--- src/include/id_settings.svh ---
// decode stage widths, machine CSR numbers and trap constants
`ifndef ID_SETTINGS_SVH
`define ID_SETTINGS_SVH

// datapath widths
`define ID_WORD_WD       64
`define ID_INST_WD       32
`define ID_GPR_ADDR_WD   5
`define ID_CSR_ADDR_WD   12

// machine mode CSRs
`define ID_CSR_MSTATUS   12'h300
`define ID_CSR_MTVEC     12'h305
`define ID_CSR_MEPC      12'h341
`define ID_CSR_MCAUSE    12'h342

`define ID_CAUSE_ECALL_M 11       // environment call from M-mode

// ebreak passes its code in a0
`define ID_EBREAK_GPR    5'd10

`endif

--- src/verilog/id_pkg.sv ---
// decode stage types, operation encodings and stage buses
`include "id_settings.svh"

package id_pkg;

  typedef logic [`ID_WORD_WD-1:0]     word_t;
  typedef logic [`ID_INST_WD-1:0]     inst_t;
  typedef logic [`ID_GPR_ADDR_WD-1:0] gpr_addr_t;
  typedef logic [`ID_CSR_ADDR_WD-1:0] csr_addr_t;

  typedef enum logic [4:0] {
    ALU_ADD, ALU_SUB, ALU_SLL, ALU_SLT, ALU_SLTU, ALU_XOR,
    ALU_SRL, ALU_SRA, ALU_OR, ALU_AND, ALU_LUI, ALU_COPY
  } alu_op_e;

  // same encoding as load/store funct3
  typedef enum logic [2:0] {
    MEM_B = 3'd0, MEM_H = 3'd1, MEM_W = 3'd2, MEM_D = 3'd3,
    MEM_BU = 3'd4, MEM_HU = 3'd5, MEM_WU = 3'd6
  } mem_op_e;

  typedef enum logic [2:0] {
    CSR_NONE = 3'd0, CSR_WRITE = 3'd1, CSR_SET = 3'd2, CSR_CLEAR = 3'd3
  } csr_op_e;

  // branches keep their funct3, jumps fill the gaps
  typedef enum logic [2:0] {
    BR_BEQ = 3'd0, BR_BNE = 3'd1, BR_JAL = 3'd2, BR_JALR = 3'd3,
    BR_BLT = 3'd4, BR_BGE = 3'd5, BR_BLTU = 3'd6, BR_BGEU = 3'd7
  } br_func_e;

  typedef struct packed {
    inst_t inst;
    word_t pc;
  } fs_to_ds_t;

  typedef struct packed {
    logic  taken;
    word_t target;
  } br_bus_t;

  typedef struct packed {
    logic      gpr_wen;
    gpr_addr_t gpr_waddr;
    word_t     gpr_wdata;
    logic      csr_wen;
    csr_addr_t csr_waddr;
    word_t     csr_wdata;
  } ws_to_rf_t;

  typedef struct packed {
    logic     bren;
    br_func_e brfunc;
    logic     alu_src1_sel;   // 0 rs1, 1 pc
    logic [1:0] alu_src2_sel; // 0 rs2, 1 imm, 2 constant 4
    logic     alu_word_cut;
    alu_op_e  alu_op;
    logic     gpr_wen;
    logic     csr_ren;
    logic     csr_wen;
    logic     mem_ren;
    logic     mem_wen;
    mem_op_e  mem_op;
    logic     csr_inst;       // rd gets the old csr value
    csr_op_e  csr_op;
    logic     ecall;
    logic     mret;
    logic     ebreak;
    logic     invalid;
  } dec_ctrl_t;

  typedef struct packed {
    word_t      rs1data;
    word_t      rs2data;
    word_t      csrrdata;
    word_t      imm;
    word_t      pc;
    logic       alu_src1_sel;
    logic [1:0] alu_src2_sel;
    logic       alu_word_cut;
    alu_op_e    alu_op;
    gpr_addr_t  rd;
    csr_addr_t  csr;
    logic       gpr_wen;
    logic       csr_wen;
    logic       mem_ren;
    logic       mem_wen;
    mem_op_e    mem_op;
    logic       csr_inst;
    csr_op_e    csr_op;
    logic       ebreak;
    logic       invalid;
  } ds_to_es_t;

endpackage

--- src/verilog/csr_file.sv ---
// machine CSRs with writeback port and ECALL trap capture
`include "id_settings.svh"

module csr_file
  import id_pkg::*;
(
  input  logic      i_clk,
  input  logic      i_rst,
  input  csr_addr_t i_raddr,
  output word_t     o_rdata,
  input  logic      i_wen,
  input  csr_addr_t i_waddr,
  input  word_t     i_wdata,
  input  logic      i_trap,
  input  word_t     i_epc,
  output word_t     o_mtvec,
  output word_t     o_mepc
);

  word_t mstatus;
  word_t mtvec;
  word_t mepc;
  word_t mcause;

  always_ff @(posedge i_clk) begin
    if (i_rst) begin
      mstatus <= '0;
      mtvec   <= '0;
      mepc    <= '0;
      mcause  <= '0;
    end else begin
      if (i_wen) begin
        case (i_waddr)
          `ID_CSR_MSTATUS: mstatus <= i_wdata;
          `ID_CSR_MTVEC:   mtvec   <= i_wdata;
          `ID_CSR_MEPC:    mepc    <= i_wdata;
          `ID_CSR_MCAUSE:  mcause  <= i_wdata;
          default: ;
        endcase
      end
      if (i_trap) begin   // wins over a writeback to the same csr
        mepc   <= i_epc;
        mcause <= word_t'(`ID_CAUSE_ECALL_M);
      end
    end
  end

  always_comb begin
    case (i_raddr)
      `ID_CSR_MSTATUS: o_rdata = mstatus;
      `ID_CSR_MTVEC:   o_rdata = mtvec;
      `ID_CSR_MEPC:    o_rdata = mepc;
      `ID_CSR_MCAUSE:  o_rdata = mcause;
      default:         o_rdata = '0;
    endcase
  end

  assign o_mtvec = mtvec;
  assign o_mepc  = mepc;

  assert property (@(posedge i_clk) disable iff (i_rst)
    i_trap |=> mcause == `ID_CAUSE_ECALL_M);

endmodule

--- config.mk ---
export PLATFORM = sky130hd
export DESIGN_NAME = csr_file
export DESIGN_NICKNAME = d
export VERILOG_FILES = /design/src/verilog/id_pkg.sv /design/src/verilog/csr_file.sv
export VERILOG_INCLUDE_DIRS = /design/src /design/src/include
export SDC_FILE = /design/constraint.sdc
export NUM_CORES = 1
export LEC_CHECK = 0
export BUFFER_PORTS_ARGS = -buffer_cell sky130_fd_sc_hd__buf_4
export CAP_MARGIN = 20
export CORE_MARGIN = 4
export CORE_UTILIZATION = 55
export DETAILED_ROUTE_END_ITERATION = 16
export PLACE_DENSITY_LB_ADDON = 0.08
export SYNTH_ARGS = -nofsm -noshare
export SYNTH_HDL_FRONTEND = slang
export SYNTH_SLANG_ARGS = --single-unit
export TNS_END_PERCENT = 1
--- constraint.sdc ---
create_clock -name i_clk -period 4.1 [get_ports i_clk]
set_input_delay 0.82 -clock i_clk [delete_from_list [all_inputs] [get_ports i_clk]]
set_output_delay 0.82 -clock i_clk [all_outputs]
set_load 0.01 [all_outputs]
==> results.ini <==
[power_and_ir_drop]
p_total_mw = 5.326
clkPwrFrac_pct = 44.8
switching_share_pct = 22.66
power_density_nw_per_um2 = 366.2
netSwitchingPower_mw = 1.207
p_int_mw = 4.119
seqPwrFrac_pct = 48.1
pwr-share-comb_pct = 7.1
ir_worst_vdd_v = 0.0003604
p_leak_nw = 6.644

[global_route]
antenna_found_initial = 0
grt_start_max_net_pins = 69
grt_pass1_wl_um = 57000
grt_pass1_vias = 10720
overflow = 0
global_route.usage.total_pct = 31.35

[worst_setup_path]
cp_cell_sequence = buf_4, or3b_2, nor4_4, buf_4, a221o_1, buf_4
critPathMaxFanout = 66
required_ns = 3.28
cp-endpoint = o_rdata[1]
r2r_slack_ns = 3.24
crit_top_cell = buf_4
crit_cells = 6
worst_r2r_path_depth = 1
critPathBufInv = 3
max_stage_delay_ns = 0.56
r2r_end = o_mepc[39]
start_kind = input pin
crit_family = buffers and inverters
worstSetupPathType = input pin to output port
endpoint_kind = output port
crit_arrival_ns = 2.76
crit_start = i_raddr[2]
r2r-start = o_mepc[39]
critPathSlowestCell = or3b_2

[routing]
wirelength_um = 36810
route.detailed.drc = 0
viasPerCell = 6.010
wl_per_cell_um = 20.49
num_vias = 10800
firstDrtPassIters = 5
antenna_left = 0
first_iter_violations = 738

[sta]
finalCritPeriodShare_pct = 87.33
whs_ns = 0.4493
max_clock_freq_ghz = 0.2793
tns_ns = 0
hold_violations = 0
fin_crit_ns = 3.580
fin_ws_ns = 0.5197
final-setup-viol-count = 0
worst_pin_slew_ns = 0.9541
relSlewSlack_pct = 36.40
rsz0062_at_grt = false
finClkSkew_ns = 0
slew_violations = 0

[job]
cap_violations = 0

[clock_tree]
cts_sinks = 256
clk_latency_ns = 0.51
cts_made_buffers = 27
cts_tree = done
path_clk_slew_ns = 0.06
cts_max_path_buffers = 3
cts_hold_buf = 0
post-cts-setup-buffers = 0
h-tree-depth = 1
cts-root-buf = clkbuf_16
post_cts_resize_count = 0

[floorplan]
die_area_um2 = 22380
start_util_pct = 56.29
fp.dieH_um = 149.6
core_area_um2 = 19590
rows = 51
ios = 348
die_x_um = 149.6

[final_layout]
multi_input_area_um2 = 5411
fin_area_um2 = 14540
nets = 1668
seqCellArea_um2 = 5125
antenna_cells = 0
layoutNonFillerInstCount = 1797
drive_gt1_share_pct = 27.81
area_growth_pct = 31.88
fin_util_pct = 74.24
nFillCells = 1534

[placement]
dpl.hpwl_um = 22580
dpl_worst_slack_ns = 0.5474
io_buffers = 347
dp.cells = 1748
placed_cell_area_um2 = 13680
gp_congestion = 0.8052

[yosys]
synth_ff_type = dfxtp_1
ys_warn_count = 0
async_flop_share_pct = 0
netlist_instances = 1233
synth_top_area_share_pct = 46.47
synth_top_area_cell = dfxtp_1
synth_seq_area_share_pct = 46.47
synth_edf_count = 0
synthTopCellsByArea = dfxtp_1, a221o_1, nand2_1
synth_area_um2 = 11030
synth_nets = 1389
ys_seq_elements = 256
avgSynthCellArea_um2 = 8.944
yosysUniqueCellTypes = 33

[run_status]
outcome = completed

[min_path]
min_path_type = flop to flop

## Yosys cell counts (all sizes together) (2+ instances only)
cell,instances
a221o,128
and3,64
nand2,257
nor2,68
a22o,64
nand4,3
and2,64
nor3,3
nor4,3
buf,33
clkbuf,82
dfxtp,256
a31oi,3
a21oi,125
and4,2
inv,2
nor4bb,3
mux2i,64
## flip-flops by register name, summed over array words and instances (netlist names)
name,cells
mcause,64
o_mtvec,64
o_mepc,64
mstatus,64
## cells in the final DEF (no fill, tap or decap), types with 3 or more instances in the layout
cell / Yosys / layout
clkbuf_1: 77 / 4
nor2_1: 68 / 66
a221o_2: 3 / 3
nand4_1: 3 / 3
and2_1: 64 / 64
nor4bb_1: 3 / 3
buf_4: 0 / 360
a22o_1: 64 / 64
buf_12: 0 / 5
a31oi_1: 3 / 3
and3_1: 64 / 64
mux2i_1: 64 / 64
clkinv_2: 0 / 12
nand2_1: 257 / 257
a21oi_1: 125 / 125
a221o_1: 125 / 125
dfxtp_1: 256 / 256
clkbuf_8: 0 / 4
clkbuf_16: 0 / 27
## routing by layer
layer	global-route usage (%)	routed length [um]
met5	0	0
met3	6.057	3406
met1	40.17	14480
met4	11.53	1183
met2	52.76	17740
## kinds of logic after synthesis
logic type	Yosys count	share of synthesized area (%)
DFF	256	46.47
buffers and inverters	117	4.743
AOI/OAI and AO/OA	321	22.66
and+or+nand+nor	475	20.32
muxes	64	5.809
## worst min-delay path by stage
stage / start / end / slack (ns) / cells after the start
2_1_floorplan: mstatus[0] / mstatus[0] / 0.43 / 2
3_3_place_gp: mstatus[55] / mstatus[55] / 0.44 / 2
3_5_place_dp: mcause[34] / mcause[34] / 0.44 / 2
4_1_cts: mstatus[16] / mstatus[16] / 0.45 / 2
5_1_grt: mcause[34] / mcause[34] / 0.47 / 2
6_report: mstatus[47] / mstatus[47] / 0.45 / 2
## power groups by stage
stage	clock network, mW	registers (mW)	logic (mW)
after floorplan	0	2.62	0.115
after global placement	0	2.62	0.370
after detailed placement	0	2.62	0.374
after CTS	2.41	2.56	0.375
after global routing	2.52	2.57	0.402
final	2.39	2.56	0.377
## cell type report
class | instances | share of cell area [%]
clock buffers | 35 | 5.127
clock inverters | 14 | 0.8259
inverters | 2 | 0.05162
multi-input cells | 860 | 37.21
flip-flops and latches | 256 | 35.24
well taps | 265 | 2.280
repair buffers | 365 | 19.27
Power figures use the tool's default switching activity.
