### src/include/id_settings.svh
// decode stage widths, machine CSR numbers and trap constants
`ifndef ID_SETTINGS_SVH
`define ID_SETTINGS_SVH

// datapath widths
`define ID_WORD_WD       64
`define ID_INST_WD       32
`define ID_GPR_ADDR_WD   5
`define ID_CSR_ADDR_WD   12

// machine mode CSRs
`define ID_CSR_MSTATUS   12'h300
`define ID_CSR_MTVEC     12'h305
`define ID_CSR_MEPC      12'h341
`define ID_CSR_MCAUSE    12'h342

`define ID_CAUSE_ECALL_M 11       // environment call from M-mode

// ebreak passes its code in a0
`define ID_EBREAK_GPR    5'd10

`endif

### src/verilog/id_pkg.sv
// decode stage types, operation encodings and stage buses
`include "id_settings.svh"

package id_pkg;

  typedef logic [`ID_WORD_WD-1:0]     word_t;
  typedef logic [`ID_INST_WD-1:0]     inst_t;
  typedef logic [`ID_GPR_ADDR_WD-1:0] gpr_addr_t;
  typedef logic [`ID_CSR_ADDR_WD-1:0] csr_addr_t;

  typedef enum logic [4:0] {
    ALU_ADD, ALU_SUB, ALU_SLL, ALU_SLT, ALU_SLTU, ALU_XOR,
    ALU_SRL, ALU_SRA, ALU_OR, ALU_AND, ALU_LUI, ALU_COPY
  } alu_op_e;

  // same encoding as load/store funct3
  typedef enum logic [2:0] {
    MEM_B = 3'd0, MEM_H = 3'd1, MEM_W = 3'd2, MEM_D = 3'd3,
    MEM_BU = 3'd4, MEM_HU = 3'd5, MEM_WU = 3'd6
  } mem_op_e;

  typedef enum logic [2:0] {
    CSR_NONE = 3'd0, CSR_WRITE = 3'd1, CSR_SET = 3'd2, CSR_CLEAR = 3'd3
  } csr_op_e;

  // branches keep their funct3, jumps fill the gaps
  typedef enum logic [2:0] {
    BR_BEQ = 3'd0, BR_BNE = 3'd1, BR_JAL = 3'd2, BR_JALR = 3'd3,
    BR_BLT = 3'd4, BR_BGE = 3'd5, BR_BLTU = 3'd6, BR_BGEU = 3'd7
  } br_func_e;

  typedef struct packed {
    inst_t inst;
    word_t pc;
  } fs_to_ds_t;

  typedef struct packed {
    logic  taken;
    word_t target;
  } br_bus_t;

  typedef struct packed {
    logic      gpr_wen;
    gpr_addr_t gpr_waddr;
    word_t     gpr_wdata;
    logic      csr_wen;
    csr_addr_t csr_waddr;
    word_t     csr_wdata;
  } ws_to_rf_t;

  typedef struct packed {
    logic     bren;
    br_func_e brfunc;
    logic     alu_src1_sel;   // 0 rs1, 1 pc
    logic [1:0] alu_src2_sel; // 0 rs2, 1 imm, 2 constant 4
    logic     alu_word_cut;
    alu_op_e  alu_op;
    logic     gpr_wen;
    logic     csr_ren;
    logic     csr_wen;
    logic     mem_ren;
    logic     mem_wen;
    mem_op_e  mem_op;
    logic     csr_inst;       // rd gets the old csr value
    csr_op_e  csr_op;
    logic     ecall;
    logic     mret;
    logic     ebreak;
    logic     invalid;
  } dec_ctrl_t;

  typedef struct packed {
    word_t      rs1data;
    word_t      rs2data;
    word_t      csrrdata;
    word_t      imm;
    word_t      pc;
    logic       alu_src1_sel;
    logic [1:0] alu_src2_sel;
    logic       alu_word_cut;
    alu_op_e    alu_op;
    gpr_addr_t  rd;
    csr_addr_t  csr;
    logic       gpr_wen;
    logic       csr_wen;
    logic       mem_ren;
    logic       mem_wen;
    mem_op_e    mem_op;
    logic       csr_inst;
    csr_op_e    csr_op;
    logic       ebreak;
    logic       invalid;
  } ds_to_es_t;

endpackage

### src/verilog/inst_decoder.sv
// RV64I decoder with CSR access and machine system instructions
`include "id_settings.svh"

module inst_decoder
  import id_pkg::*;
(
  input  inst_t     i_inst,
  output gpr_addr_t o_rs1,
  output gpr_addr_t o_rs2,
  output gpr_addr_t o_rd,
  output word_t     o_imm,
  output csr_addr_t o_csr,
  output dec_ctrl_t o_ctrl
);

  localparam logic [6:0] OP_LUI    = 7'b0110111;
  localparam logic [6:0] OP_AUIPC  = 7'b0010111;
  localparam logic [6:0] OP_JAL    = 7'b1101111;
  localparam logic [6:0] OP_JALR   = 7'b1100111;
  localparam logic [6:0] OP_BRANCH = 7'b1100011;
  localparam logic [6:0] OP_LOAD   = 7'b0000011;
  localparam logic [6:0] OP_STORE  = 7'b0100011;
  localparam logic [6:0] OP_IMM    = 7'b0010011;
  localparam logic [6:0] OP_IMM32  = 7'b0011011;
  localparam logic [6:0] OP_REG    = 7'b0110011;
  localparam logic [6:0] OP_REG32  = 7'b0111011;
  localparam logic [6:0] OP_FENCE  = 7'b0001111;
  localparam logic [6:0] OP_SYSTEM = 7'b1110011;

  logic [6:0] opcode;
  logic [2:0] funct3;
  logic [6:0] funct7;
  logic       shamt_bad;
  logic       use_rs1;
  logic       use_rs2;
  word_t      imm_i, imm_s, imm_b, imm_u, imm_j;
  word_t      imm;
  csr_addr_t  csr;
  dec_ctrl_t  ctrl;

  assign opcode = i_inst[6:0];
  assign funct3 = i_inst[14:12];
  assign funct7 = i_inst[31:25];

  assign imm_i = {{52{i_inst[31]}}, i_inst[31:20]};
  assign imm_s = {{52{i_inst[31]}}, i_inst[31:25], i_inst[11:7]};
  assign imm_b = {{51{i_inst[31]}}, i_inst[31], i_inst[7], i_inst[30:25], i_inst[11:8], 1'b0};
  assign imm_u = {{32{i_inst[31]}}, i_inst[31:12], 12'b0};
  assign imm_j = {{43{i_inst[31]}}, i_inst[31], i_inst[19:12], i_inst[20], i_inst[30:21], 1'b0};

  // shamt[5] is reserved in the word forms
  assign shamt_bad = i_inst[31] || (|i_inst[29:26]) || (funct3 == 3'd1 && i_inst[30])
                     || (opcode == OP_IMM32 && i_inst[25]);

  function automatic alu_op_e alu_f3(input logic [2:0] f3, input logic alt);
    case (f3)
      3'd0:    return alt ? ALU_SUB : ALU_ADD;
      3'd1:    return ALU_SLL;
      3'd2:    return ALU_SLT;
      3'd3:    return ALU_SLTU;
      3'd4:    return ALU_XOR;
      3'd5:    return alt ? ALU_SRA : ALU_SRL;
      3'd6:    return ALU_OR;
      default: return ALU_AND;
    endcase
  endfunction

  always_comb begin
    ctrl    = '0;
    imm     = '0;
    csr     = '0;
    use_rs1 = 1'b0;
    use_rs2 = 1'b0;
    case (opcode)
      OP_LUI, OP_AUIPC: begin
        imm               = imm_u;
        ctrl.alu_src1_sel = (opcode == OP_AUIPC);
        ctrl.alu_src2_sel = 2'd1;
        ctrl.alu_op       = (opcode == OP_LUI) ? ALU_LUI : ALU_ADD;
        ctrl.gpr_wen      = 1'b1;
      end
      OP_JAL, OP_JALR: begin
        imm               = (opcode == OP_JAL) ? imm_j : imm_i;
        use_rs1           = (opcode == OP_JALR);
        ctrl.bren         = 1'b1;
        ctrl.brfunc       = (opcode == OP_JAL) ? BR_JAL : BR_JALR;
        ctrl.alu_src1_sel = 1'b1;
        ctrl.alu_src2_sel = 2'd2;   // link is pc + 4
        ctrl.gpr_wen      = 1'b1;
        ctrl.invalid      = (opcode == OP_JALR) && (funct3 != 3'd0);
      end
      OP_BRANCH: begin
        imm          = imm_b;
        use_rs1      = 1'b1;
        use_rs2      = 1'b1;
        ctrl.bren    = 1'b1;
        ctrl.brfunc  = br_func_e'(funct3);
        ctrl.invalid = (funct3[2:1] == 2'b01);
      end
      OP_LOAD, OP_STORE: begin
        imm               = (opcode == OP_LOAD) ? imm_i : imm_s;
        use_rs1           = 1'b1;
        use_rs2           = (opcode == OP_STORE);
        ctrl.alu_src2_sel = 2'd1;
        ctrl.mem_ren      = (opcode == OP_LOAD);
        ctrl.mem_wen      = (opcode == OP_STORE);
        ctrl.gpr_wen      = (opcode == OP_LOAD);
        ctrl.mem_op       = mem_op_e'(funct3);
        ctrl.invalid      = (opcode == OP_LOAD) ? (funct3 == 3'd7) : funct3[2];
      end
      OP_IMM, OP_IMM32: begin
        imm               = imm_i;
        use_rs1           = 1'b1;
        ctrl.alu_src2_sel = 2'd1;
        ctrl.alu_word_cut = (opcode == OP_IMM32);
        ctrl.alu_op       = alu_f3(funct3, funct3 == 3'd5 && i_inst[30]);
        ctrl.gpr_wen      = 1'b1;
        ctrl.invalid      = (funct3[1:0] == 2'b01 && shamt_bad)
                            || (opcode == OP_IMM32 && !(funct3 inside {3'd0, 3'd1, 3'd5}));
      end
      OP_REG, OP_REG32: begin
        use_rs1           = 1'b1;
        use_rs2           = 1'b1;
        ctrl.alu_word_cut = (opcode == OP_REG32);
        ctrl.alu_op       = alu_f3(funct3, funct7[5]);
        ctrl.gpr_wen      = 1'b1;
        ctrl.invalid      = ((funct7 & 7'b1011111) != '0)
                            || (funct7[5] && funct3 != 3'd0 && funct3 != 3'd5)
                            || (opcode == OP_REG32 && !(funct3 inside {3'd0, 3'd1, 3'd5}));
      end
      OP_FENCE: ;   // in-order, nothing to order
      OP_SYSTEM: begin
        if (funct3 != 3'd0) begin
          use_rs1       = 1'b1;
          csr           = i_inst[31:20];
          ctrl.csr_inst = 1'b1;
          ctrl.csr_ren  = 1'b1;
          // csrrs/csrrc from x0 only read
          ctrl.csr_wen  = (funct3[1:0] == 2'd1) || (i_inst[19:15] != '0);
          ctrl.gpr_wen  = 1'b1;
          ctrl.alu_op   = ALU_COPY;
          ctrl.csr_op   = csr_op_e'({1'b0, funct3[1:0]});
          ctrl.invalid  = funct3[2];   // no immediate forms
        end else begin
          case (i_inst[31:7])
            25'h0: begin
              ctrl.ecall = 1'b1;
              csr        = `ID_CSR_MTVEC;
            end
            {12'h001, 13'h0}: begin
              ctrl.ebreak = 1'b1;
            end
            {12'h302, 13'h0}: begin
              ctrl.mret = 1'b1;
              csr       = `ID_CSR_MEPC;
            end
            default: ctrl.invalid = 1'b1;
          endcase
        end
      end
      default: ctrl.invalid = 1'b1;
    endcase
    if (ctrl.invalid) begin
      ctrl.gpr_wen = 1'b0;
      ctrl.csr_wen = 1'b0;
      ctrl.mem_wen = 1'b0;
      ctrl.mem_ren = 1'b0;
      ctrl.bren    = 1'b0;
    end
  end

  // unused sources read as x0 so they never raise a hazard
  assign o_rs1  = ctrl.ebreak ? `ID_EBREAK_GPR : (use_rs1 ? i_inst[19:15] : '0);
  assign o_rs2  = use_rs2 ? i_inst[24:20] : '0;
  assign o_rd   = i_inst[11:7];
  assign o_imm  = imm;
  assign o_csr  = csr;
  assign o_ctrl = ctrl;

  assert property (@(i_inst) !(o_ctrl.gpr_wen && o_ctrl.mem_wen));

endmodule

### config.mk
export PLATFORM = sky130hd
export DESIGN_NAME = inst_decoder
export DESIGN_NICKNAME = d
export VERILOG_FILES = /design/src/verilog/id_pkg.sv /design/src/verilog/inst_decoder.sv
export VERILOG_INCLUDE_DIRS = /design/src /design/src/include
export SDC_FILE = /design/constraint.sdc
export NUM_CORES = 1
export LEC_CHECK = 0
export ABC_AREA = 1
export BUFFER_PORTS_ARGS = -buffer_cell sky130_fd_sc_hd__buf_2
export CORE_MARGIN = 4
export CORE_UTILIZATION = 42
export DETAILED_ROUTE_END_ITERATION = 12
export PLACE_DENSITY = 0.9
export SYNTH_ARGS = -nofsm -noshare
export SYNTH_HDL_FRONTEND = slang
export SYNTH_SLANG_ARGS = --single-unit
### constraint.sdc
create_clock -name vclk -period 6
set_input_delay 0.9 -clock vclk [all_inputs]
set_output_delay 0.9 -clock vclk [all_outputs]
set_load 0.05 [all_outputs]
==> impl_results.md, run 1 <==
* Yosys top cell by area: buf_4
* DR DRC count at 0
* Register cell area after layout at 0 sq um
* Data arrival time of the critical path at 2.71 ns
* Standard-cell row count at 22
* Area share of the largest cell type after synthesis at 18.4%
* Crit path max fanout at 11
* Type of the setup path with the least slack: in2out
* Switch Pwr at 109 uW
* Part of the total power dissipated in the clock network at 0%
* Most frequent cells after synthesis: 68 x nor2_1, 66 x nand2_1, 40 x buf_4, 37 x inv_1, 16 x nand3_1
* Largest net degree at the start of global routing at 34
* Slew at the pin closest to its max-slew limit at 0.531 ns
* Total number of vias at 2389
* Pre-antenna DRT Iters at 5
* Delay of the slowest critical-path stage at 0.33 ns
* Power share of the sequential group at 0%
* Power density normalized to cell area at 65.2 nW/um^2
* Unrepaired setup endpoints after global routing: false
* Post-DP HPWL at 5530 um
* Core footprint at 3720 sq um
* Vias in the first global route at 2132
* Synthesized instance count at 323
* Post-cts repair resize count at 0
* Synth Area per Inst at 5.05 sq um
* Top-level port count at 152
* Antenna viol nets, final at 0
* Critical Path Source Type: primary input
* Footprint of the multi-input gates at 1130 sq um
* Port-buffer cells at 150
* Switching share of total power at 78.6%
* Number of distinct library cells after synthesis at 28
* Top cell family by delay on the critical path: simple AND/OR/NAND/NOR gates
* Most frequent cell on the critical path: nand2_2
* Overall track demand over capacity in global routing at 24.2%
* Aggregate negative setup slack at 0 ns
* Average wire per cell in the routed design at 13.6 um
* Effective utilization at floorplan at 43.9%
* Slowest CP cell: nand2_1
* Antenna fix cells at 0
* Number of max-slew violations in the final report at 0
* CP bufs+invs at 4
* Count of sequential standard cells at 0
* Share of the clock period used by the worst path after layout at 60.1%
* Buffers inserted by post-CTS timing repair at 0
* Nets@finish at 465
* Critical path capture point type: output port
* Run status: complete, no violations
* Synthesis Warnings at 0
* Number of clock buffers in the layout at 0
* First-pass GRT wire length at 10200 um
* Cts hold-fix bufs at 0
* Total of endpoints with negative setup slack in the final report at 0
* Data required, critical path at 5.10 ns
* Post-Syn Area at 1630 sq um
* Area of the die at 4950 sq um
* Time the final worst path needs with I/O delays and setup at 3.61 ns
* Count of final hold-check violations at 0
* Top-count cell post-synth: nor2_1
* Initial drt markers at 106
* Filler cells at 409
* Fmax achieved at 277 MHz
* Logic pwr share at 100.0%
* Aggregate routed wire length at 6520 um
* Type of the worst min-delay path: in2out
* Synth-to-layout area growth at 30.4%
* Worst slew margin relative to its limit at 64.4%
* Top cells by area in the synthesized netlist: buf_4 18%, nor2_1 16%, nand2_1 15%
* Critical path, cell by cell: buf_2 > nand2_2 > nor2_1 > inv_1 > nor2_2 > inv_2 > nand2_2 > nor2_2 > nand2_2 > nand2_1 > o21ai_0 > buf_2
* Number of antenna violations at the first check in global routing at 0
* GP Congestion at 0.926
* Vias per inst at 4.99
* IR Drop Worst-Case VDD at 0.0283 mV
* Max-capacitance violation count at 0
* Internal power of the cells at 29.7 uW
* Die height at 70.3 um
* Die extent in x at 70.3 um
* Total global routing overflow at 0
* Total leakage power at 1.47 nW
* Total placed cells including tap cells at 479
* Share of synthesized area occupied by flip-flops and latches at 0%
* Post-route non-filler standard cell count at 479
* Layout cells sized above 1 at 45.0%
-- worst paths after layout --
check / startpoint / end / cells past startpoint
worst min-delay path: i_inst[10] / o_rd[3] / 2
worst max-delay path: i_inst[1] / o_imm[30] / 12
-- power groups by stage --
stage                     registers (mW)  clock network (mW)  logic [mW]
after floorplan                        0                   0       0.109
after global placement                 0                   0       0.137
after detailed placement               0                   0       0.138
after CTS                              0                   0       0.138
after global routing                   0                   0       0.147
final                                  0                   0       0.139
-- placed cells by master, fill, tap and decap left out, drive strengths merged --
| master | count |
|---|---|
| a21oi | 6 |
| a31oi | 2 |
| buf | 151 |
| conb | 2 |
| inv | 47 |
| nand2 | 74 |
| nand3 | 17 |
| nand3b | 1 |
| nand4 | 4 |
| nor2 | 79 |
| nor3 | 6 |
| o211ai | 10 |
| o21ai | 28 |
| o21bai | 1 |
| o22ai | 3 |
-- stage by stage --
step	power (mW)	instance area [sq um]	setup WS [ns]	utilization [%]	hold slack (ns)
2_1_floorplan	0.109	1640	0.902	-	1.97
3_3_place_gp	0.137	2130	2.39	57.3	2.11
3_5_place_dp	0.138	2130	2.40	57.3	2.11
4_1_cts	0.138	2130	2.40	57.3	2.11
5_1_grt	0.147	2130	2.17	57.3	2.12
6_report	0.139	2130	2.39	57.3	2.11
-- cell families (layout without fill, tap and decap cells) --
logic type | count (synthesis) | in the layout | share of synthesized area, %
and+or+nand+nor | 181 | 181 | 49.1
buffers and inverters | 91 | 198 | 30.8
AOI/OAI and AO/OA | 50 | 50 | 19.9
other | 1 | 2 | 0.230
-- routing by layer --
metal	global-route usage, %	vias to the layer above	share of wire, %
met5	0	-	0
met4	1.91	0	0.49
met3	2.88	4	10
met2	41.3	135	47
met1	33.4	1052	42
li1	-	1198	-
-- layout make-up --
cell class	count	area share, %
multi-input cells	233	53.3
well taps	48	2.82
repair buffers	151	35.6
inverters	47	8.29
No activity file was read; power rests on OpenSTA's default activity.
==> run 2, diff against run 1 <==
--- a/config.mk
+++ b/config.mk
@@ -9,9 +9,9 @@
 export ABC_AREA = 1
 export BUFFER_PORTS_ARGS = -buffer_cell sky130_fd_sc_hd__buf_2
 export CORE_MARGIN = 4
-export CORE_UTILIZATION = 42
+export CORE_UTILIZATION = 39
 export DETAILED_ROUTE_END_ITERATION = 12
-export PLACE_DENSITY = 0.9
+export PLACE_DENSITY = 0.84
 export SYNTH_ARGS = -nofsm -noshare
 export SYNTH_HDL_FRONTEND = slang
 export SYNTH_SLANG_ARGS = --single-unit
==> constraint.sdc (replaced) <==
create_clock -name vclk -period 3.45
set_input_delay 0.5175 -clock vclk [all_inputs]
set_output_delay 0.5175 -clock vclk [all_outputs]
set_load 0.05 [all_outputs]
==> impl_results.md, run 2 (same netlist as run 1, synthesis figures left out) <==
* Run status: complete, no violations
* Nets@finish at 466
* Max-capacitance violation count at 0
* Count of final hold-check violations at 0
* Vias per inst at 4.99
* Total of endpoints with negative setup slack in the final report at 0
* Pre-antenna DRT Iters at 5
* Type of the worst min-delay path: in2out
* Count of sequential standard cells at 0
* Layout cells sized above 1 at 45.4%
* Critical path capture point type: output port
* Number of max-slew violations in the final report at 0
* Post-DP HPWL at 5530 um
* Post-cts repair resize count at 0
* Aggregate routed wire length at 6430 um
* Post-route cell area at 2150 sq um
* Initial drt markers at 105
* Crit path max fanout at 33
* End point of the worst hold path: o_rd[4]
* Time the final worst path needs with I/O delays and setup at 2.86 ns
* Data arrival time of the critical path at 2.34 ns
* Core footprint at 4030 sq um
* Type of the setup path with the least slack: in2out
* Unrepaired setup endpoints after global routing: false
* Hold Startpoint: i_inst[11]
* Vias in the first global route at 2152
* Effective utilization at floorplan at 40.5%
* Total leakage power at 1.47 nW
* Worst slew margin relative to its limit at 61.6%
* Aggregate negative setup slack at 0 ns
* Instance area after placement at 2150 sq um
* Power density normalized to cell area at 112 nW/um^2
* Die height at 72.7 um
* Total number of vias at 2406
* Port-buffer cells at 150
* Slew at the pin closest to its max-slew limit at 0.571 ns
* Die extent in x at 72.7 um
* First-pass GRT wire length at 9920 um
* Fmax achieved at 350 MHz
* Footprint of the multi-input gates at 1140 sq um
* Antenna viol nets, final at 0
* Top-level port count at 152
* Worst hold slack at 1.35 ns
* Average wire per cell in the routed design at 13.3 um
* Commonest cells after routing, fill and taps aside: 150 x buf_2, 68 x nor2_1, 66 x nand2_1
* Commonest non-fill, non-tap cell in the layout: buf_2
* Number of cells on the worst hold path at 2
* Filler cells at 445
* Synth-to-layout area growth at 31.7%
* Total global routing overflow at 0
* Area of the die at 5280 sq um
* Number of antenna violations at the first check in global routing at 0
* Standard-cell row count at 23
* IR Drop Worst-Case VDD at 0.0602 mV
* Critical Path Source Type: primary input
* Data required, critical path at 2.93 ns
* Register cell area after layout at 0 sq um
* DR DRC count at 0
* GP Congestion at 0.912
* Overall track demand over capacity in global routing at 22.8%
* Share of the clock period used by the worst path after layout at 82.8%
* Number of clock buffers in the layout at 0
* Largest net degree at the start of global routing at 34
* Buffers inserted by post-CTS timing repair at 0
* Cts hold-fix bufs at 0
* Antenna fix cells at 0
run 2: worst max-delay path by stage:
| stage | startpoint | end | slack (ns) |
|---|---|---|---|
| 2_1_floorplan | i_inst[1] | o_imm[32] | 0.42 |
| 3_3_place_gp | i_inst[1] | o_imm[55] | 0.65 |
| 3_5_place_dp | i_inst[1] | o_imm[61] | 0.57 |
| 4_1_cts | i_inst[1] | o_imm[61] | 0.57 |
| 5_1_grt | i_inst[1] | o_imm[52] | 0.35 |
| 6_report | i_inst[1] | o_imm[61] | 0.59 |
run 2: report_power, final:
| part | switching [mW] | internal (mW) |
|---|---|---|
| clock network | 0 | 0 |
| registers | 0 | 0 |
| logic | 0.189 | 0.0518 |
run 2: routing by layer:
metal  vias up  GRT usage, %  routed length [um]
met3         8          1.38                 638
met4         0          1.84                  74
met2       138          42.8                3170
met5         -             0                   0
li1       1205             -                   -
met1      1055          29.4                2550
run 2: layout make-up:
type,instances,area share [%]
well taps,50,2.91
multi-input cells,233,53.3
repair buffers,152,35.6
inverters,47,8.21
run 2: metrics by stage:
stage | util, % | total power, mW | worst slack (ns) | instances
floorplan | - | 0.189 | 0.423 | 324
global placement | 53.4 | 0.239 | 0.646 | 482
detailed placement | 53.4 | 0.240 | 0.574 | 482
CTS | 53.4 | 0.241 | 0.574 | 482
global route | 53.4 | 0.257 | 0.348 | 482
finish | 53.4 | 0.241 | 0.593 | 482
run 2: worst max-delay path, stage by stage:
cell     delay, ns
buf_2         0.09
nand2_2       0.08
nor2_1        0.25
inv_1         0.09
nor2_2        0.17
inv_2         0.06
nand2_2       0.06
nor2_2        0.06
nand2_2       0.07
inv_2         0.08
a21oi_4       0.45
buf_2         0.37
