$ cat src/include/id_settings.svh
// decode stage widths, machine CSR numbers and trap constants
`ifndef ID_SETTINGS_SVH
`define ID_SETTINGS_SVH

// datapath widths
`define ID_WORD_WD       64
`define ID_INST_WD       32
`define ID_GPR_ADDR_WD   5
`define ID_CSR_ADDR_WD   12

// machine mode CSRs
`define ID_CSR_MSTATUS   12'h300
`define ID_CSR_MTVEC     12'h305
`define ID_CSR_MEPC      12'h341
`define ID_CSR_MCAUSE    12'h342

`define ID_CAUSE_ECALL_M 11       // environment call from M-mode

// ebreak passes its code in a0
`define ID_EBREAK_GPR    5'd10

`endif

$ cat src/verilog/id_pkg.sv
// decode stage types, operation encodings and stage buses
`include "id_settings.svh"

package id_pkg;

  typedef logic [`ID_WORD_WD-1:0]     word_t;
  typedef logic [`ID_INST_WD-1:0]     inst_t;
  typedef logic [`ID_GPR_ADDR_WD-1:0] gpr_addr_t;
  typedef logic [`ID_CSR_ADDR_WD-1:0] csr_addr_t;

  typedef enum logic [4:0] {
    ALU_ADD, ALU_SUB, ALU_SLL, ALU_SLT, ALU_SLTU, ALU_XOR,
    ALU_SRL, ALU_SRA, ALU_OR, ALU_AND, ALU_LUI, ALU_COPY
  } alu_op_e;

  // same encoding as load/store funct3
  typedef enum logic [2:0] {
    MEM_B = 3'd0, MEM_H = 3'd1, MEM_W = 3'd2, MEM_D = 3'd3,
    MEM_BU = 3'd4, MEM_HU = 3'd5, MEM_WU = 3'd6
  } mem_op_e;

  typedef enum logic [2:0] {
    CSR_NONE = 3'd0, CSR_WRITE = 3'd1, CSR_SET = 3'd2, CSR_CLEAR = 3'd3
  } csr_op_e;

  // branches keep their funct3, jumps fill the gaps
  typedef enum logic [2:0] {
    BR_BEQ = 3'd0, BR_BNE = 3'd1, BR_JAL = 3'd2, BR_JALR = 3'd3,
    BR_BLT = 3'd4, BR_BGE = 3'd5, BR_BLTU = 3'd6, BR_BGEU = 3'd7
  } br_func_e;

  typedef struct packed {
    inst_t inst;
    word_t pc;
  } fs_to_ds_t;

  typedef struct packed {
    logic  taken;
    word_t target;
  } br_bus_t;

  typedef struct packed {
    logic      gpr_wen;
    gpr_addr_t gpr_waddr;
    word_t     gpr_wdata;
    logic      csr_wen;
    csr_addr_t csr_waddr;
    word_t     csr_wdata;
  } ws_to_rf_t;

  typedef struct packed {
    logic     bren;
    br_func_e brfunc;
    logic     alu_src1_sel;   // 0 rs1, 1 pc
    logic [1:0] alu_src2_sel; // 0 rs2, 1 imm, 2 constant 4
    logic     alu_word_cut;
    alu_op_e  alu_op;
    logic     gpr_wen;
    logic     csr_ren;
    logic     csr_wen;
    logic     mem_ren;
    logic     mem_wen;
    mem_op_e  mem_op;
    logic     csr_inst;       // rd gets the old csr value
    csr_op_e  csr_op;
    logic     ecall;
    logic     mret;
    logic     ebreak;
    logic     invalid;
  } dec_ctrl_t;

  typedef struct packed {
    word_t      rs1data;
    word_t      rs2data;
    word_t      csrrdata;
    word_t      imm;
    word_t      pc;
    logic       alu_src1_sel;
    logic [1:0] alu_src2_sel;
    logic       alu_word_cut;
    alu_op_e    alu_op;
    gpr_addr_t  rd;
    csr_addr_t  csr;
    logic       gpr_wen;
    logic       csr_wen;
    logic       mem_ren;
    logic       mem_wen;
    mem_op_e    mem_op;
    logic       csr_inst;
    csr_op_e    csr_op;
    logic       ebreak;
    logic       invalid;
  } ds_to_es_t;

endpackage

$ cat src/verilog/branch_unit.sv
// branch condition and redirect target for branches, jumps, ecall and mret
`include "id_settings.svh"

module branch_unit
  import id_pkg::*;
(
  input  word_t     i_rs1data,
  input  word_t     i_rs2data,
  input  word_t     i_pc,
  input  word_t     i_imm,
  input  logic      i_valid,
  input  dec_ctrl_t i_ctrl,
  input  word_t     i_mtvec,
  input  word_t     i_mepc,
  output br_bus_t   o_br_bus
);

  logic  eq;
  logic  lt;
  logic  ltu;
  logic  cond;
  logic  taken;
  word_t target;

  assign eq  = (i_rs1data == i_rs2data);
  assign lt  = ($signed(i_rs1data) < $signed(i_rs2data));
  assign ltu = (i_rs1data < i_rs2data);

  always_comb begin
    case (i_ctrl.brfunc)
      BR_BEQ:  cond = eq;
      BR_BNE:  cond = !eq;
      BR_BLT:  cond = lt;
      BR_BGE:  cond = !lt;
      BR_BLTU: cond = ltu;
      BR_BGEU: cond = !ltu;
      default: cond = 1'b1;   // jal, jalr
    endcase
  end

  always_comb begin
    if (i_ctrl.ecall) begin
      target = i_mtvec;
    end else if (i_ctrl.mret) begin
      target = i_mepc;
    end else if (i_ctrl.brfunc == BR_JALR) begin
      target = (i_rs1data + i_imm) & ~word_t'(1);
    end else begin
      target = i_pc + i_imm;
    end
  end

  assign taken    = i_valid && ((i_ctrl.bren && cond) || i_ctrl.ecall || i_ctrl.mret);
  assign o_br_bus = '{taken: taken, target: target};

endmodule

$ cat config.mk
export PLATFORM = sky130hd
export DESIGN_NAME = branch_unit
export DESIGN_NICKNAME = d
export VERILOG_FILES = /design/src/verilog/id_pkg.sv /design/src/verilog/branch_unit.sv
export VERILOG_INCLUDE_DIRS = /design/src /design/src/include
export SDC_FILE = /design/constraint.sdc
export NUM_CORES = 1
export LEC_CHECK = 0
export BUFFER_PORTS_ARGS = -buffer_cell sky130_fd_sc_hd__buf_2
export CAP_MARGIN = 20
export CORE_AREA = 5 5 183 185
export DETAILED_ROUTE_END_ITERATION = 16
export DIE_AREA = 0 0 188 190
export PLACE_DENSITY = 0.62
export SYNTH_ARGS = -nofsm -noshare
export SYNTH_HDL_FRONTEND = slang
export SYNTH_SLANG_ARGS = --single-unit
$ cat constraint.sdc
create_clock -name vclk -period 6.7
set_input_delay 0.335 -clock vclk [all_inputs]
set_output_delay 0.335 -clock vclk [all_outputs]
set_load 0.02 [all_outputs]
==> results of run 1 <==
-- worst min-delay path by stage --
| stage | startpoint | endpoint | slack (ns) |
|---|---|---|---|
| global placement | i_mtvec[26] | o_br_bus[26] | 0.99 |
| finish | i_mtvec[41] | o_br_bus[41] | 0.99 |
| global route | i_mtvec[26] | o_br_bus[26] | 1.00 |
| detailed placement | i_mtvec[41] | o_br_bus[41] | 0.99 |
| CTS | i_mtvec[41] | o_br_bus[41] | 0.99 |
| floorplan | i_mtvec[1] | o_br_bus[1] | 0.84 |
-- power by group --
part / internal, mW / leakage (nW) / switching [mW]
sequential: 0 / 0 / 0
clock: 0.0000000601 / 0.0000190 / 0
combinational: 0.525 / 6.85 / 0.831
total: 0.525 / 6.85 / 0.831
-- per-stage QoR --
step / cell area [µm²] / power [mW] / std cells / hold slack, ns / setup WS, ns
6_report: 13400 / 1.356 / 2497 / 0.9893 / 1.963
5_1_grt: 13400 / 1.479 / 2496 / 1.005 / 1.724
4_1_cts: 13390 / 1.341 / 2494 / 0.9914 / 2.008
3_5_place_dp: 13390 / 1.332 / 2494 / 0.9903 / 2.031
3_3_place_gp: 13390 / 1.328 / 2494 / 0.9891 / 2.020
2_1_floorplan: 10910 / 0.8696 / 1715 / 0.8379 / 3.114
-- kinds of logic after synthesis --
group / Yosys count
compound gates: 681
xor+xnor: 117
fa+ha+maj: 191
buf+inv: 195
mux: 11
simple gates: 520
-- layer usage --
metal | vias up | global-route usage, %
met5 | - | 0
met4 | 0 | 7.566
met3 | 70 | 2.881
met2 | 632 | 46.35
met1 | 6660 | 36.79
li1 | 7042 | -
-- final cells by class --
class	count	area share (%)
well taps	408	3.810
repair buffers	461	17.33
diodes	3	0.05603
multi-input cells	1520	75.86
inverters	105	2.942
-- cell usage in the layout (no fill, tap or decap), drive strengths merged, types with 4 or more instances in the layout --
cell and count:
a211oi 21, a21o 94, xnor2 62, o22ai 21, nand3 24, or3 4
xor2 55, ha 189, o21ai 167, inv 105, or2 5, nor2 133
a21oi 199, buf 461, and2 8, nand4 61, o221ai 9, nand2b 11
o21bai 30, mux2i 11, a21boi 5, a2111oi 4, a31oi 17, nor4 7
o211ai 35, nand2 208, and3 11, a221oi 4, nor2b 13, o31ai 22
o21a 21, nor3 32
==> out/summary.txt, run 1 <==
Most area-consuming cells after synthesis: ha_1 22%, a21oi_1 9.1%, nand2_1 7.2%
CP max FO: 7
Maximum achievable frequency: 211.1 MHz
CP max stage delay: 0.93 ns
Worst hold-check path type: in2out
VDD IR max: 0.00004695 V
# Post-CTS Setup Buffers: 0
Detailed-route via count: 14,404
Gr usage total: 27.29%
Largest net degree at the start of global routing: 97
Power density over cell area: 101.2 nW/µm²
Area growth, synth to finish: 22.85%
Worst path bufs/invs: 2
Syn nets: 2,320
Max cap viols: 0
Most frequent cells after synthesis: 208 x nand2_1, 199 x a21oi_1, 189 x ha_1, 133 x nor2_1, 128 x o21ai_0
Largest family of logic cells by synthesized area: compound AO/OA/AOI/OAI gates
Compound-Gate Fraction of Synth Area: 39.24%
Clock buffer cells: 0
Slew Limit Fails: 0
Req. time, crit path: 6.36 ns
End point of the critical path: o_br_bus[41]
Slew headroom: 33.65%
Synth Warn #: 0
Nets: 2,693
Final setup TNS: 0 ns
Critical Path Stages: 14
Vias in the first global route: 13,826
Synthesized area per cell: 6.359 µm²
Post-DR wirelength/cell: 21.15 µm
Num sequential: 0
CTS-repair resized insts: 0
Final ANT Viol Nets: 0
CP max stage cell: a2111oi_0
Synth Area in XOR/XNOR: 9.397%
DP Wirelength: 45,650 µm
Crit-path cells: buf_2 -> ha_1 -> and3_1 -> and3_1 -> o211ai_1 -> a2111oi_0 -> o21ai_1 -> nand3_1 -> nand2_1 -> xor2_1 -> nor2_1 -> a211oi_1 -> o31ai_1 -> buf_2
Final period util: 70.70%
Multi-input gate area: 10,160 µm²
Crit path capture type: primary output
Drt first pass iters: 5
Final Critical Period: 4.737 ns
Die outline width: 188 µm
Layout cells sized above 1: 23.06%
Worst-Margin Slew: 0.9702 ns
Synth cell types: 71
Startpoint Class: primary input
Leak pwr: 6.850 nW
Routed vias/inst: 5.769
Post-Synth Simple-Gate Area: 21.41%
RSZ-0062 raised after global routing: no
Uppermost layer routed: met4
DIE HEIGHT: 190 µm
Hold path cells: 4
Initial antenna violation count: 2
CP delay by family, top: compound AO/OA/AOI/OAI gates
Post-Syn Area: 10,910 µm²
Cts hold-fix bufs: 0
DRC viols: 0
Metal3 WL: 3506 µm
First-pass GRT wire length: 78,430 µm
Gate count after technology mapping: 1,715
Overflow after GRT: 0
Final setup viols: 0
Top-Level Pins: 479
Detailed Route Iter0 Violations: 961
RePlAce Congestion: 0.9925
Initial core utilization: 34.21%
Top cell type's share of synthesized area: 21.68%
Seq. cell area: 0 µm²
Synth Area in Adders: 22.05%
Worst Setup SP: i_imm[10]
Mux contribution to synthesized area: 1.010%
Worst Path Arrival: 4.40 ns
Final WL: 52,820 µm
Fill cells: 3,518
Most frequent cell after synthesis: nand2_1
Final hold vios: 0
Core Rows: 66
M1 WL: 23,180 µm
Area leader, netlist: ha_1
Metal2 WL: 24,460 µm
Status: complete, no violations
Crit Path Category: in2out
Core ar.: 31,880 µm²
Register area share after synthesis: 0%
Die area: 35,720 µm²
Finished Core Util: 42.03%
Quantity of I/O buffers inserted on ports: 456
Power figures use the tool's default switching activity.
==> run 2, diff against run 1 <==
Settings changed: ABC_AREA set to 1, CORE_AREA 5 5 183 185 to 5 5 184 186, DIE_AREA 0 0 188 190 to 0 0 189 191, PLACE_DENSITY 0.62 to 0.69.
Clock period 6.7 ns to 4.8 ns, I/O delays scaled along.
==> out/summary.txt, run 2 <==
Post-DR wirelength/cell: 20.42 µm (was 21.15 µm)
Hold path cells: 4 (unchanged)
Top cell type's share of synthesized area: 19.50% (was 21.68%)
Largest net degree at the start of global routing: 65 (was 97)
Vias in the first global route: 18,271 (was 13,826)
Synth Warn #: 0 (unchanged)
Routed vias/inst: 5.580 (was 5.769)
Power density over cell area: 128.7 nW/µm² (was 101.2 nW/µm²)
Synth Area in Adders: 18.19% (was 22.05%)
Gate count after technology mapping: 2,623 (was 1,715)
Synth cell types: 48 (was 71)
Maximum achievable frequency: 284.6 MHz
Detailed Route Iter0 Violations: 1,729 (was 961)
Gr usage total: 36.43% (was 27.29%)
Max cap viols: 0 (unchanged)
CP max stage cell: nor2_1 (was a2111oi_0)
Num sequential: 0 (unchanged)
Layout cells sized above 1: 16.80% (was 23.06%)
Final Critical Period: 3.514 ns
Core ar.: 32,120 µm² (was 31,880 µm²)
Final setup TNS: 0 ns (unchanged)
Most frequent cells after synthesis: 687 x nand2_1, 429 x inv_1, 363 x nor2_1, 237 x a21oi_1, 218 x nand3_1 (was 208 x nand2_1, 199 x a21oi_1, 189 x ha_1, 133 x nor2_1, 128 x o21ai_0)
Syn nets: 3,228 (was 2,320)
Drt first pass iters: 7 (was 5)
Most common cell after layout, fill and taps aside: nand2_1 (was buf_2)
VDD IR max: 0.00008140 V (was 0.00004695 V)
Most frequent cell after synthesis: nand2_1 (unchanged)
Final ANT Viol Nets: 0 (unchanged)
Crit path capture type: primary output (unchanged)
CTS-repair resized insts: 0 (unchanged)
Final WL: 70,560 µm (was 52,820 µm)
Hold Path Origin: i_valid (was i_mtvec[41])
Req. time, crit path: 4.56 ns (was 6.36 ns)
Top-Level Pins: 479 (unchanged)
Clock buffer cells: 0 (unchanged)
Slew headroom: 27.22% (was 33.65%)
Core Rows: 66 (unchanged)
CP max stage delay: 0.53 ns (was 0.93 ns)
Quantity of I/O buffers inserted on ports: 456 (unchanged)
Area leader, netlist: nand2_1 (was ha_1)
CP max FO: 4 (was 7)
Initial core utilization: 41.16% (was 34.21%)
Fill cells: 3,655 (was 3,518)
Largest family of logic cells by synthesized area: simple AND/OR/NAND/NOR gates (was compound AO/OA/AOI/OAI gates)
Nets: 3,654 (was 2,693)
Detailed-route via count: 19,286 (was 14,404)
Initial antenna violation count: 3 (was 2)
Synthesized area per cell: 5.041 µm² (was 6.359 µm²)
Final period util: 73.21%
Multi-input gate area: 11,360 µm² (was 10,160 µm²)
Most area-consuming cells after synthesis: nand2_1 20%, ha_1 18%, inv_1 12% (was ha_1 22%, a21oi_1 9.1%, nand2_1 7.2%)
Worst Path Arrival: 3.27 ns (was 4.40 ns)
Leak pwr: 8.619 nW (was 6.850 nW)
Final setup viols: 0 (unchanged)
RePlAce Congestion: 1.061 (was 0.9925)
Worst-Margin Slew: 1.092 ns (was 0.9702 ns)
Total power: 2.039 mW (was 1.356 mW)
Register area share after synthesis: 0% (unchanged)
Slew Limit Fails: 0 (unchanged)
RSZ-0062 raised after global routing: no (unchanged)
First-pass GRT wire length: 102,000 µm (was 78,430 µm)
Most used cell, CP: nand2_1
# Post-CTS Setup Buffers: 0 (unchanged)
DIE HEIGHT: 191 µm (was 190 µm)
Area growth, synth to finish: 19.86% (was 22.85%)
Die outline width: 189 µm (was 188 µm)
Hold Path End: o_br_bus[64] (was o_br_bus[41])
Crit-path cells: buf_2 -> ha_1 -> nand2_1 -> nor2_1 -> nand3_1 -> nand2_1 -> nand2_1 -> nand2_1 -> nand3_1 -> nand4_1 -> nand3_1 -> nand3_1 -> nand2_1 -> nand2_1 -> buf_2 (was buf_2 -> ha_1 -> and3_1 -> and3_1 -> o211ai_1 -> a2111oi_0 -> o21ai_1 -> nand3_1 -> nand2_1 -> xor2_1 -> nor2_1 -> a211oi_1 -> o31ai_1 -> buf_2)
Synth Area in XOR/XNOR: 1.391% (was 9.397%)
Crit Path Category: in2out (unchanged)
Compound-Gate Fraction of Synth Area: 23.52% (was 39.24%)
Seq. cell area: 0 µm² (unchanged)
Worst hold-check path type: in2out (unchanged)
Post-Syn Area: 13,220 µm² (was 10,910 µm²)
Die area: 36,100 µm² (was 35,720 µm²)
DP Wirelength: 62,800 µm (was 45,650 µm)
Post-Synth Simple-Gate Area: 42.82% (was 21.41%)
Status: complete, no violations (unchanged)
DRC viols: 0 (unchanged)
Overflow after GRT: 0 (unchanged)
Mux contribution to synthesized area: 0% (was 1.010%)
Final hold vios: 0 (unchanged)
Cts hold-fix bufs: 0 (unchanged)
Startpoint Class: primary input (unchanged)
Most frequent cells in the layout: 687 x nand2_1, 455 x buf_2, 429 x inv_1 (was 455 x buf_2, 208 x nand2_1, 199 x a21oi_1)
-- run 2: final cells by class --
type / count / area share, %
inverter: 435 / 10.30
tap: 408 / 3.221
multi-input combinational: 2149 / 71.71
antenna: 1 / 0.01579
timing repair buffer: 463 / 14.75
-- run 2: worst max-delay path by stage --
stage | start | end | slack [ns] | depth (start not counted)
2_1_floorplan | i_rs1data[1] | o_br_bus[30] | 2.38 | 13
3_3_place_gp | i_rs1data[8] | o_br_bus[49] | 1.53 | 13
3_5_place_dp | i_imm[10] | o_br_bus[49] | 1.53 | 13
4_1_cts | i_imm[10] | o_br_bus[49] | 1.53 | 13
5_1_grt | i_imm[12] | o_br_bus[53] | 1.14 | 15
6_report | i_imm[10] | o_br_bus[53] | 1.29 | 15
-- run 2: kinds of logic (layout without fill, tap and decap cells) --
kind of cell,count (synthesis),count (layout)
AND/OR/NAND/NOR,1367,1367
other,0,1
XOR/XNOR,21,21
adder cells (fa/ha/maj),191,191
AO/OA/AOI/OAI,570,570
buffers and inverters,474,898
-- run 2: critical path: cells and delay by family --
family	cells	cell delay, ns
buffers and inverters	2	0.28
adders and majority gates	1	0.35
and+or+nand+nor	12	2.39
-- run 2: per-stage QoR --
stage          area (µm²)  hold WS [ns]  utilization (%)  cells  setup slack (ns)
4_1_cts             15850        0.7897            49.33   3455             1.528
2_1_floorplan       13220        0.6459                -   2623             2.380
3_5_place_dp        15850        0.7894            49.33   3455             1.534
6_report            15850        0.7904            49.33   3456             1.286
5_1_grt             15850        0.8131            49.33   3456             1.140
3_3_place_gp        15850        0.7909            49.33   3455             1.535
-- run 2: routing by layer --
| layer | wire, µm | up-vias | GRT usage [%] |
|---|---|---|---|
| met4 | 3051 | 4 | 13.12 |
| met1 | 29130 | 8658 | 46.99 |
| met2 | 30570 | 1064 | 59.52 |
| met5 | 33 | - | 0 |
| li1 | - | 9424 | - |
| met3 | 7770 | 136 | 8.455 |
-- run 2: where the power goes --
part           leakage (nW)  switching, mW  internal [mW]
Sequential                0              0              0
Clock            0.00000634              0   0.0000000280
Combinational          8.62           1.37          0.669
==> run 3, diff against run 2 <==
Clock period 4.8 ns to 3.4 ns, I/O delays scaled along.
==> out/summary.txt, run 3 (synthesized netlist as in run 2, its figures left out) <==
Detailed-route via count: 19,467 (was 19,286)
Status: complete, no violations (unchanged)
Detailed Route Iter0 Violations: 1,883 (was 1,729)
Quantity of I/O buffers inserted on ports: 456 (unchanged)
Maximum achievable frequency: 316.2 MHz
Fill cells: 3,586 (was 3,655)
Final period util: 93.03%
CP max FO: 5 (was 4)
Met2 Use GR: 60.30% (was 59.52%)
RSZ-0062 raised after global routing: no (unchanged)
DRC viols: 0 (unchanged)
Final hold vios: 0 (unchanged)
Initial core utilization: 41.16% (unchanged)
Top-Level Pins: 479 (unchanged)
Clock buffer cells: 0 (unchanged)
First-pass GRT wire length: 102,700 µm (was 102,000 µm)
DIE HEIGHT: 191 µm (unchanged)
Final Critical Period: 3.163 ns
Seq. cell area: 0 µm² (unchanged)
Req. time, crit path: 3.23 ns (was 4.56 ns)
Final setup TNS: 0 ns (unchanged)
Global routing's busiest layer: met2 (unchanged)
Initial antenna violation count: 3 (unchanged)
Worst-Margin Slew: 0.9261 ns (was 1.092 ns)
Max cap viols: 0 (unchanged)
Most common cell after layout, fill and taps aside: nand2_1 (unchanged)
Gr usage total: 36.68% (was 36.43%)
Final ANT Viol Nets: 0 (unchanged)
Cts hold-fix bufs: 0 (unchanged)
Met3 Use GR: 6.757% (was 8.455%)
Worst Path Arrival: 2.99 ns (was 3.27 ns)
Nets: 3,667 (was 3,654)
Vias in the first global route: 18,356 (was 18,271)
Core Rows: 66 (unchanged)
Slew headroom: 38.19% (was 27.22%)
CTS-repair resized insts: 0 (unchanged)
RePlAce Congestion: 1.103 (was 1.061)
Routed vias/inst: 5.612 (was 5.580)
Area growth, synth to finish: 20.70% (was 19.86%)
Die area: 36,100 µm² (unchanged)
Num sequential: 0 (unchanged)
# Post-CTS Setup Buffers: 0 (unchanged)
Final WL: 71,010 µm (was 70,560 µm)
Met1 usage: 48.67% (was 46.99%)
Crit Path Category: in2out (unchanged)
Layout cells sized above 1: 17.16% (was 16.80%)
Core ar.: 32,120 µm² (unchanged)
Die outline width: 189 µm (unchanged)
Overflow after GRT: 0 (unchanged)
DP Wirelength: 63,200 µm (was 62,800 µm)
Drt first pass iters: 6 (was 7)
Post-DR wirelength/cell: 20.47 µm (was 20.42 µm)
Startpoint Class: primary input (unchanged)
Most frequent cells in the layout: 687 x nand2_1, 455 x buf_2, 429 x inv_1 (unchanged)
Worst hold-check path type: in2out (unchanged)
Largest net degree at the start of global routing: 70 (was 65)
Slew Limit Fails: 0 (unchanged)
Crit path capture type: primary output (unchanged)
Final setup viols: 0 (unchanged)
==> run 3: path summary, 6_finish.rpt <==
check | startpoint | endpoint | slack (ns) | cells past startpoint
worst max-delay path | i_imm[1] | o_br_bus[50] | 0.24 | 16
worst min-delay path | i_valid | o_br_bus[64] | 0.65 | 4
==> run 3: through the flow <==
| step | hold WS [ns] | util [%] | setup slack [ns] | instances | area, µm² |
|---|---|---|---|---|---|
| floorplan | 0.5059 | - | 1.120 | 2623 | 13220 |
| global placement | 0.6518 | 49.67 | 0.4113 | 3468 | 15960 |
| detailed placement | 0.6532 | 49.67 | 0.4005 | 3468 | 15960 |
| CTS | 0.6535 | 49.67 | 0.3925 | 3468 | 15960 |
| global route | 0.6638 | 49.67 | 0.06568 | 3468 | 15960 |
| finish | 0.6546 | 49.68 | 0.2370 | 3469 | 15960 |
==> run 3: routing by layer <==
metal | vias to the layer above | wire [µm]
li1 | 9440 | -
met1 | 8751 | 29510
met2 | 1134 | 30930
met3 | 138 | 7772
met4 | 4 | 2713
met5 | - | 73
==> run 3: cell type report <==
type,instances,area (µm²),share of cell area (%)
multi-input cells,2149,11360,71.22
repair buffers,476,2447,15.34
diodes,1,2.502,0.01568
well taps,408,510.5,3.199
inverters,435,1633,10.23
==> run 3: critical path, cell delays in order <==
cell and delay [ns]:
buf_2 0.11, inv_1 0.08, fa_1 0.43, nand3b_1 0.19
nand2_2 0.19, nand2_1 0.07, nand2_1 0.21, a21oi_2 0.17
o21bai_1 0.34, nand3_1 0.24, nand4_1 0.13, nand3_1 0.16
nand3_1 0.22, nand2_1 0.06, nand2_1 0.05, buf_2 0.16
